$ cat src/hw/direction.hex
// one 16-bit direction word per line, dim 0 to 3, gray bit 0 to 15 within each dim
8000
4000
2000
1000
0800
0400
0200
0100
0080
0040
0020
0010
0008
0004
0002
0001
8000
c000
a000
f000
8800
cc00
aa00
ff00
8080
c0c0
a0a0
f0f0
8888
cccc
aaaa
ffff
8000
c000
6000
9000
e800
5c00
8e00
c500
6880
9cc0
ee60
5590
8068
c09c
60ee
9055
8000
c000
2000
5000
f800
7400
a200
9300
d880
2540
59e0
e6d0
7808
b40c
8202
c305

$ cat src/hw/sobol_pkg.sv
package sobol_pkg;

    // sobol value and path index share one width
    localparam int SOBOL_WIDTH = 16;
    localparam int NUM_DIMS    = 4;                   // time-steps per path
    localparam int DIM_W       = $clog2(NUM_DIMS);

    localparam int FIFO_DEPTH  = 8;
    localparam int PTR_W       = $clog2(FIFO_DEPTH);
    localparam int CNT_W       = $clog2(FIFO_DEPTH + 1);

    // direction table holds one word per (dim, gray bit)
    localparam int DIR_WORDS   = NUM_DIMS * SOBOL_WIDTH;

    // xor tree kept as a heap: leaves at the back, root at node 0
    localparam int TREE_NODES  = 2 * SOBOL_WIDTH - 1;

    localparam string DIRECTION_FILE = "/design/src/hw/direction.hex";

    typedef struct packed {
        logic [SOBOL_WIDTH-1:0] value;
        logic [SOBOL_WIDTH-1:0] idx;
        logic [DIM_W-1:0]       dim;
    } sample_t;

    typedef enum logic {
        SEQ_IDLE,
        SEQ_RUN
    } seq_state_t;

endpackage
$ cat src/hw/sobol_req_if.sv
`timescale 1ns/10ps

// request stream from the path sequencer into the sobol lane
interface sobol_req_if import sobol_pkg::*; ();

    logic                   valid;
    logic                   ready;
    logic [SOBOL_WIDTH-1:0] idx;   // path index
    logic [DIM_W-1:0]       dim;   // time-step within the path

    modport source (
        output valid,
        output idx,
        output dim,
        input  ready
    );

    modport sink (
        input  valid,
        input  idx,
        input  dim,
        output ready
    );

endinterface

$ cat src/hw/sobol_path_top.sv
`timescale 1ns/10ps

module sobol_path_top import sobol_pkg::*; (
    input  logic                   clk,
    input  logic                   rst_n,
    input  logic                   start,
    input  logic [SOBOL_WIDTH-1:0] path_count,
    input  logic                   sample_ready,
    output logic                   busy,
    output logic                   sample_valid,
    output logic [SOBOL_WIDTH-1:0] sample_value,
    output logic [SOBOL_WIDTH-1:0] sample_idx,
    output logic [DIM_W-1:0]       sample_dim
);

    sobol_req_if req_if ();

    logic    lane_valid;
    logic    lane_ready;
    sample_t lane_sample;
    sample_t fifo_sample;

    path_sequencer u_seq (
        .clk        (clk),
        .rst_n      (rst_n),
        .start      (start),
        .path_count (path_count),
        .busy       (busy),
        .req        (req_if.source)
    );

    sobol_lane u_lane (
        .clk        (clk),
        .rst_n      (rst_n),
        .req        (req_if.sink),
        .out_valid  (lane_valid),
        .out_ready  (lane_ready),
        .out_sample (lane_sample)
    );

    sample_fifo u_fifo (
        .clk        (clk),
        .rst_n      (rst_n),
        .in_valid   (lane_valid),
        .in_ready   (lane_ready),
        .in_sample  (lane_sample),
        .out_valid  (sample_valid),
        .out_ready  (sample_ready),
        .out_sample (fifo_sample)
    );

    // head of the fifo onto the flat output ports
    assign sample_value = fifo_sample.value;
    assign sample_idx   = fifo_sample.idx;
    assign sample_dim   = fifo_sample.dim;

endmodule

$ cat src/hw/sample_fifo.sv
`timescale 1ns/10ps

module sample_fifo import sobol_pkg::*; (
    input  logic    clk,
    input  logic    rst_n,
    input  logic    in_valid,
    output logic    in_ready,
    input  sample_t in_sample,
    output logic    out_valid,
    input  logic    out_ready,
    output sample_t out_sample
);

    sample_t          mem [0:FIFO_DEPTH-1];
    logic [PTR_W-1:0] wr_ptr;
    logic [PTR_W-1:0] rd_ptr;
    logic [CNT_W-1:0] count;

    logic full;
    logic wr_en;
    logic rd_en;

    assign full      = (count == CNT_W'(FIFO_DEPTH));
    assign out_valid = (count != '0);
    assign out_sample = mem[rd_ptr];     // head entry

    // when full, a read in the same cycle frees the slot being written
    assign in_ready  = !full || out_ready;

    assign wr_en = in_valid && in_ready;
    assign rd_en = out_valid && out_ready;

    always_ff @(posedge clk or negedge rst_n) begin
        if (!rst_n) begin
            wr_ptr <= '0;
            rd_ptr <= '0;
            count  <= '0;
        end else begin
            if (wr_en) begin
                wr_ptr <= wr_ptr + PTR_W'(1);    // depth is a power of two
            end
            if (rd_en) begin
                rd_ptr <= rd_ptr + PTR_W'(1);
            end
            case ({wr_en, rd_en})
                2'b10:   count <= count + CNT_W'(1);
                2'b01:   count <= count - CNT_W'(1);
                default: count <= count;
            endcase
        end
    end

    always_ff @(posedge clk) begin
        if (wr_en) begin
            mem[wr_ptr] <= in_sample;
        end
    end

endmodule

$ cat src/hw/sobol_lane.sv
`timescale 1ns/10ps

module sobol_lane import sobol_pkg::*; (
    input  logic      clk,
    input  logic      rst_n,
    sobol_req_if.sink req,
    output logic      out_valid,
    input  logic      out_ready,
    output sample_t   out_sample
);

    // direction numbers, NUM_DIMS blocks of SOBOL_WIDTH words
    logic [SOBOL_WIDTH-1:0] direction [0:DIR_WORDS-1];

    initial begin
        $readmemh(DIRECTION_FILE, direction);
    end

    logic [SOBOL_WIDTH-1:0] gray;
    logic [SOBOL_WIDTH-1:0] tree [0:TREE_NODES-1];
    logic                   hold_valid;
    sample_t                hold_sample;
    logic                   accept;

    // successive gray codes differ in one bit, so each new point
    // flips a single direction word relative to the previous one
    assign gray = req.idx ^ (req.idx >> 1);

    // leaves: direction word for each set gray bit, zero otherwise
    for (genvar k = 0; k < SOBOL_WIDTH; k++) begin : g_leaf
        assign tree[SOBOL_WIDTH - 1 + k] =
            gray[k] ? direction[int'(req.dim) * SOBOL_WIDTH + k] : '0;
    end

    // inner nodes combine their two children, log2(SOBOL_WIDTH) levels deep
    for (genvar n = 0; n < SOBOL_WIDTH - 1; n++) begin : g_node
        assign tree[n] = tree[2*n + 1] ^ tree[2*n + 2];
    end

    // take a new request when the register is empty or draining this cycle
    assign req.ready  = !hold_valid || out_ready;
    assign accept     = req.valid && req.ready;

    assign out_valid  = hold_valid;
    assign out_sample = hold_sample;

    always_ff @(posedge clk or negedge rst_n) begin
        if (!rst_n) begin
            hold_valid <= 1'b0;
        end else if (accept) begin
            hold_valid <= 1'b1;
        end else if (out_ready) begin
            hold_valid <= 1'b0;          // drained with nothing behind it
        end
    end

    always_ff @(posedge clk) begin
        if (accept) begin
            hold_sample.value <= tree[0];
            hold_sample.idx   <= req.idx;    // tag travels with the value
            hold_sample.dim   <= req.dim;
        end
    end

endmodule

$ cat src/hw/path_sequencer.sv
`timescale 1ns/10ps

module path_sequencer import sobol_pkg::*; (
    input  logic                   clk,
    input  logic                   rst_n,
    input  logic                   start,
    input  logic [SOBOL_WIDTH-1:0] path_count,
    output logic                   busy,
    sobol_req_if.source            req
);

    seq_state_t             state;
    logic [SOBOL_WIDTH-1:0] idx_cnt;
    logic [DIM_W-1:0]       dim_cnt;
    logic [SOBOL_WIDTH-1:0] count_q;    // path count latched at start

    logic accept;
    logic last_dim;
    logic last_idx;

    assign accept   = req.valid && req.ready;
    assign last_dim = (dim_cnt == DIM_W'(NUM_DIMS - 1));
    assign last_idx = (idx_cnt == count_q - SOBOL_WIDTH'(1));

    // request stays up for the whole run, idx/dim only move on accept
    assign busy      = (state == SEQ_RUN);
    assign req.valid = (state == SEQ_RUN);
    assign req.idx   = idx_cnt;
    assign req.dim   = dim_cnt;

    always_ff @(posedge clk or negedge rst_n) begin
        if (!rst_n) begin
            state   <= SEQ_IDLE;
            idx_cnt <= '0;
            dim_cnt <= '0;
            count_q <= '0;
        end else begin
            case (state)
                SEQ_IDLE: begin
                    // zero paths means nothing to do
                    if (start && (path_count != '0)) begin
                        state   <= SEQ_RUN;
                        count_q <= path_count;
                        idx_cnt <= '0;
                        dim_cnt <= '0;
                    end
                end
                SEQ_RUN: begin
                    // start is ignored here
                    if (accept) begin
                        if (last_dim) begin
                            dim_cnt <= '0;
                            if (last_idx) begin
                                state <= SEQ_IDLE;          // final request taken
                            end else begin
                                idx_cnt <= idx_cnt + SOBOL_WIDTH'(1);
                            end
                        end else begin
                            dim_cnt <= dim_cnt + DIM_W'(1);
                        end
                    end
                end
                default: begin
                    state <= SEQ_IDLE;
                end
            endcase
        end
    end

endmodule

$ cat config.mk
export PLATFORM = sky130hd
export DESIGN_NAME = sobol_path_top
export DESIGN_NICKNAME = d
export VERILOG_FILES = /design/src/hw/sobol_pkg.sv /design/src/hw/sobol_req_if.sv /design/src/hw/sobol_path_top.sv /design/src/hw/sample_fifo.sv /design/src/hw/sobol_lane.sv /design/src/hw/path_sequencer.sv
export SDC_FILE = /design/constraint.sdc
export NUM_CORES = 1
export LEC_CHECK = 0
export BUFFER_PORTS_ARGS = -buffer_cell sky130_fd_sc_hd__buf_2
export CORE_UTILIZATION = 65
export CTS_CLUSTER_DIAMETER = 40
export DETAILED_ROUTE_END_ITERATION = 10
export GPL_TIMING_DRIVEN = 0
export PLACE_DENSITY = 0.85
export REMOVE_ABC_BUFFERS = 1
export SYNTH_ARGS = -nofsm -noshare
export SYNTH_HDL_FRONTEND = slang
export SYNTH_SLANG_ARGS = --single-unit
export TNS_END_PERCENT = 20
$ cat constraint.sdc
create_clock -name clk -period 4.55 [get_ports clk]
set_input_delay 0.2275 -clock clk [delete_from_list [all_inputs] [get_ports clk]]
set_output_delay 0.2275 -clock clk [all_outputs]
set_load 0.005 [all_outputs]
==> impl_metrics.ini <==
[timing]
rsz0062_at_grt = no
setup-violations-final = 0
final_slew_violations = 0
hold_viol_final = 0
fin_crit_ns = 3.24
post-route-period-util = 0.712
fin_setup_tns_ns = 0
max_clock_freq_mhz = 309
clock_skew_ns = 0.0117
max-slew-margin-rel = 0.260
slew_of_the_pin_with_the_lowest_slew_margin_ns = 1.11

[critical_path]
timing.reg2reg.setup_slack_ns = 1.31
worstSetupPathType = flip-flop to flip-flop
crit_required_ns = 4.94
critical_path.max_stage_delay_ns = 0.58
worst_path_most_repeated_cell = sky130_fd_sc_hd__nor4_1
setup.worst_path.start = u_seq.count_q[0]
rr_startpoint = u_seq.count_q[0]
startpoint_type = flip-flop
kind_of_capture_point_of_the_worst_setup_path = flip-flop
cp.arrival_ns = 3.63
worst-path-max-fanout = 33
critical_path_cell_by_cell = inv_1 > ha_1 > or4b_1 > nor4_1 > nor4_1 > o311a_1 > and4_4 > or4_1 > a21oi_1
worst_path_max_delay_cell = sky130_fd_sc_hd__or4b_1

[cts]
cts_root_buffer = sky130_fd_sc_hd__clkbuf_16
tritoncts.num_buffers = 22
tritoncts = done
clock_path_buffers = 3
clkSlewWorstSetupHoldPaths_ns = 0.06
clock_latency_on_the_worst_skew_pair_ns = 0.49
numClockSinks = 208
cts_htree_levels = 1
postCtsSetupRepairBufs = 0

[layout]
drive_above_1_share = 0.240
n_antenna_cell = 0
number_of_nets_at_the_end_of_the_flow = 666
synthToLayoutAreaGrowth_pct = 15.0
layout.cells.most_common = sky130_fd_sc_hd__edfxtp_1
final_area_um2 = 10300
mostFrequentLayoutCells = sky130_fd_sc_hd__edfxtp_1, sky130_fd_sc_hd__nand2_1, sky130_fd_sc_hd__dfrtp_1

[floorplanning]
effective_utilization_at_floorplan = 0.669
std_cell_rows = 42
die-area_um2 = 14200
floorplan.core_area_um2 = 13300
die_h_um = 119
top_level_ports = 56
die_x_um = 119

[pwr]
ir_worst_vdd_uv = 393
cell_internal_pwr_mw = 4.84
cellLeakagePower_nw = 3.87
seq_power_share = 0.470
pwr-share-comb = 0.273
cellPowerDensity_nw_per_um2 = 693
net-switching-power_mw = 2.28
power_switching_share = 0.320
share_clk_of_total_power = 0.257

[placed_design]
gpl.final_weighted_congestion = 0.847
placed_area_um2 = 9350
dp_hpwl_mm = 11.4
port-buffer-count = 39

[run]
max_cap_viol_count = 0

[route]
first_pass_iters = 5
detail_route.vias_per_cell = 6.31
postRouteAntennaNets = 0
detail_route.wl_per_cell_um = 23.1
dr.first_iter.drc_count = 439
total_routed_length_mm = 19.2
vias = 5229
drc = 0

[yosys]
yosys_most_used_dff = sky130_fd_sc_hd__edfxtp_1
synth-seq-cells = 208
synth-seq-area-share = 0.673
netlist_area_um2 = 8930
yosys.area.top_type_share = 0.545
synthesis.area_per_instance_um2 = 15.6
syn-instance-count = 572
netlist-cell-type-count = 50
synthesis.yosys.warnings = 0
synth.top_cells.by_area = sky130_fd_sc_hd__edfxtp_1, sky130_fd_sc_hd__dfrtp_1, sky130_fd_sc_hd__mux4_2, sky130_fd_sc_hd__nand2_1, sky130_fd_sc_hd__mux2_2
synth_enable_flop_cells = 162
ys_async_sr_fraction = 0.221
yosys.area.top_type = sky130_fd_sc_hd__edfxtp_1

[run_status]
run_status = finished, final reports clean

[global_routing]
grt_antenna_before_repair = 0
grt.total_usage = 0.285
wire_length_of_the_first_global_routing_pass_mm = 29.8
grt_max_degree = 47
grt_pass1_vias = 5368
grt_remaining_overflow = 0

[min_path]
hold_path.startpoint = sample_ready
min_path_type = primary input to flip-flop
-- per-stage QoR --
step,hold WS [ns],util,instances,setup WS [ns],power (mW)
after floorplan,-0.0681,-,548,1.67,4.42
after global placement,0.432,0.688,763,0.804,4.96
after detailed placement,0.441,0.700,772,1.36,5.23
after CTS,0.0837,0.770,829,1.33,7.13
after global routing,0.0885,0.770,829,1.09,7.43
final,0.0930,0.770,829,1.31,7.12
-- path summary, 6_finish.rpt --
kind | endpoint | cells past startpoint
setup / recovery | u_seq.req.idx[7] | 9
hold / removal | u_lane.out_valid | 3
setup reg to reg | u_seq.req.idx[7] | 9
hold reg to reg | u_fifo.count[3] | 1
max in group asynchronous | u_fifo.rd_ptr[1] | 2
min in group asynchronous | u_seq.req.idx[14] | 2
-- power groups by stage --
stage / Clock [mW] / Combinational (mW) / Sequential, mW
after floorplan: 0 / 1.25 / 3.17
after global placement: 0 / 1.64 / 3.32
after detailed placement: 0 / 1.87 / 3.36
after CTS: 1.84 / 1.95 / 3.35
after global routing: 1.93 / 2.09 / 3.41
final: 1.83 / 1.94 / 3.35
-- area by class of cell --
class | count | area [um^2]
clock buffers | 24 | 589
clock inverters | 16 | 164
fillers | 698 | 3080
inverters | 9 | 33.8
multi-input cells | 331 | 2740
flip-flops and latches | 208 | 6020
well taps | 176 | 220
repair buffers | 65 | 508
-- critical path: cells and delay by family (launching register included) --
family          cells  cell delay [ns]
simple gates        5             1.80
buf+inv             1             0.11
flops               1             0.45
fa+ha+maj           1             0.24
compound gates      2             0.53
-- kinds of logic after synthesis --
kind of cell / synth area share
buffers and inverters: 0.0290
adder cells (fa/ha/maj): 0.0134
multiplexers: 0.118
flip-flops: 0.673
other: 0.000420
XOR/XNOR: 0.0265
AO/OA/AOI/OAI: 0.0360
AND/OR/NAND/NOR: 0.103
-- synth_stat cells, types with 3 or more instances --
master / n
sky130_fd_sc_hd__ha_1: 8
sky130_fd_sc_hd__nor3b_1: 3
sky130_fd_sc_hd__mux2_2: 20
sky130_fd_sc_hd__clkbuf_1: 15
sky130_fd_sc_hd__nand4_1: 8
sky130_fd_sc_hd__buf_4: 16
sky130_fd_sc_hd__nand2b_1: 10
sky130_fd_sc_hd__xnor2_1: 17
sky130_fd_sc_hd__xor2_1: 10
sky130_fd_sc_hd__nor4_1: 8
sky130_fd_sc_hd__edfxtp_1: 162
sky130_fd_sc_hd__mux4_2: 36
sky130_fd_sc_hd__and3_1: 9
sky130_fd_sc_hd__a21oi_1: 9
sky130_fd_sc_hd__inv_1: 9
sky130_fd_sc_hd__buf_1: 3
sky130_fd_sc_hd__nor2_1: 12
sky130_fd_sc_hd__o31ai_1: 6
sky130_fd_sc_hd__nand3_1: 12
sky130_fd_sc_hd__nand2_1: 75
sky130_fd_sc_hd__nand3b_1: 5
sky130_fd_sc_hd__or4_1: 13
sky130_fd_sc_hd__nor3_1: 5
sky130_fd_sc_hd__o21ai_0: 9
sky130_fd_sc_hd__buf_2: 3
sky130_fd_sc_hd__o211ai_1: 10
sky130_fd_sc_hd__dfrtp_1: 46
-- layer usage --
metal | up-vias | GRT usage | routed length (um)
met1 | 2626 | 0.354 | 7320
met2 | 245 | 0.505 | 10200
li1 | 2319 | - | -
met5 | - | 0 | 0
met3 | 39 | 0.0398 | 1130
met4 | 0 | 0.119 | 582
-- registers in the layout, summed over array words and instances, names as in the netlist --
register           cells
u_fifo.mem           144
u_lane.out_sample     18
u_seq.count_q         16
u_seq.req.idx         16
u_fifo.count           4
u_fifo.rd_ptr          3
u_fifo.wr_ptr          3
u_seq.req.dim          2
u_lane.out_valid       1
u_seq.busy             1
-- timing repair --
action                                  CTS  global route
hold endpoints to repair                 62             0
resized for setup                         0             0
endpoints found under the setup margin    0             0
hold buffers                             17             0
(Power assumes the default switching activity.)
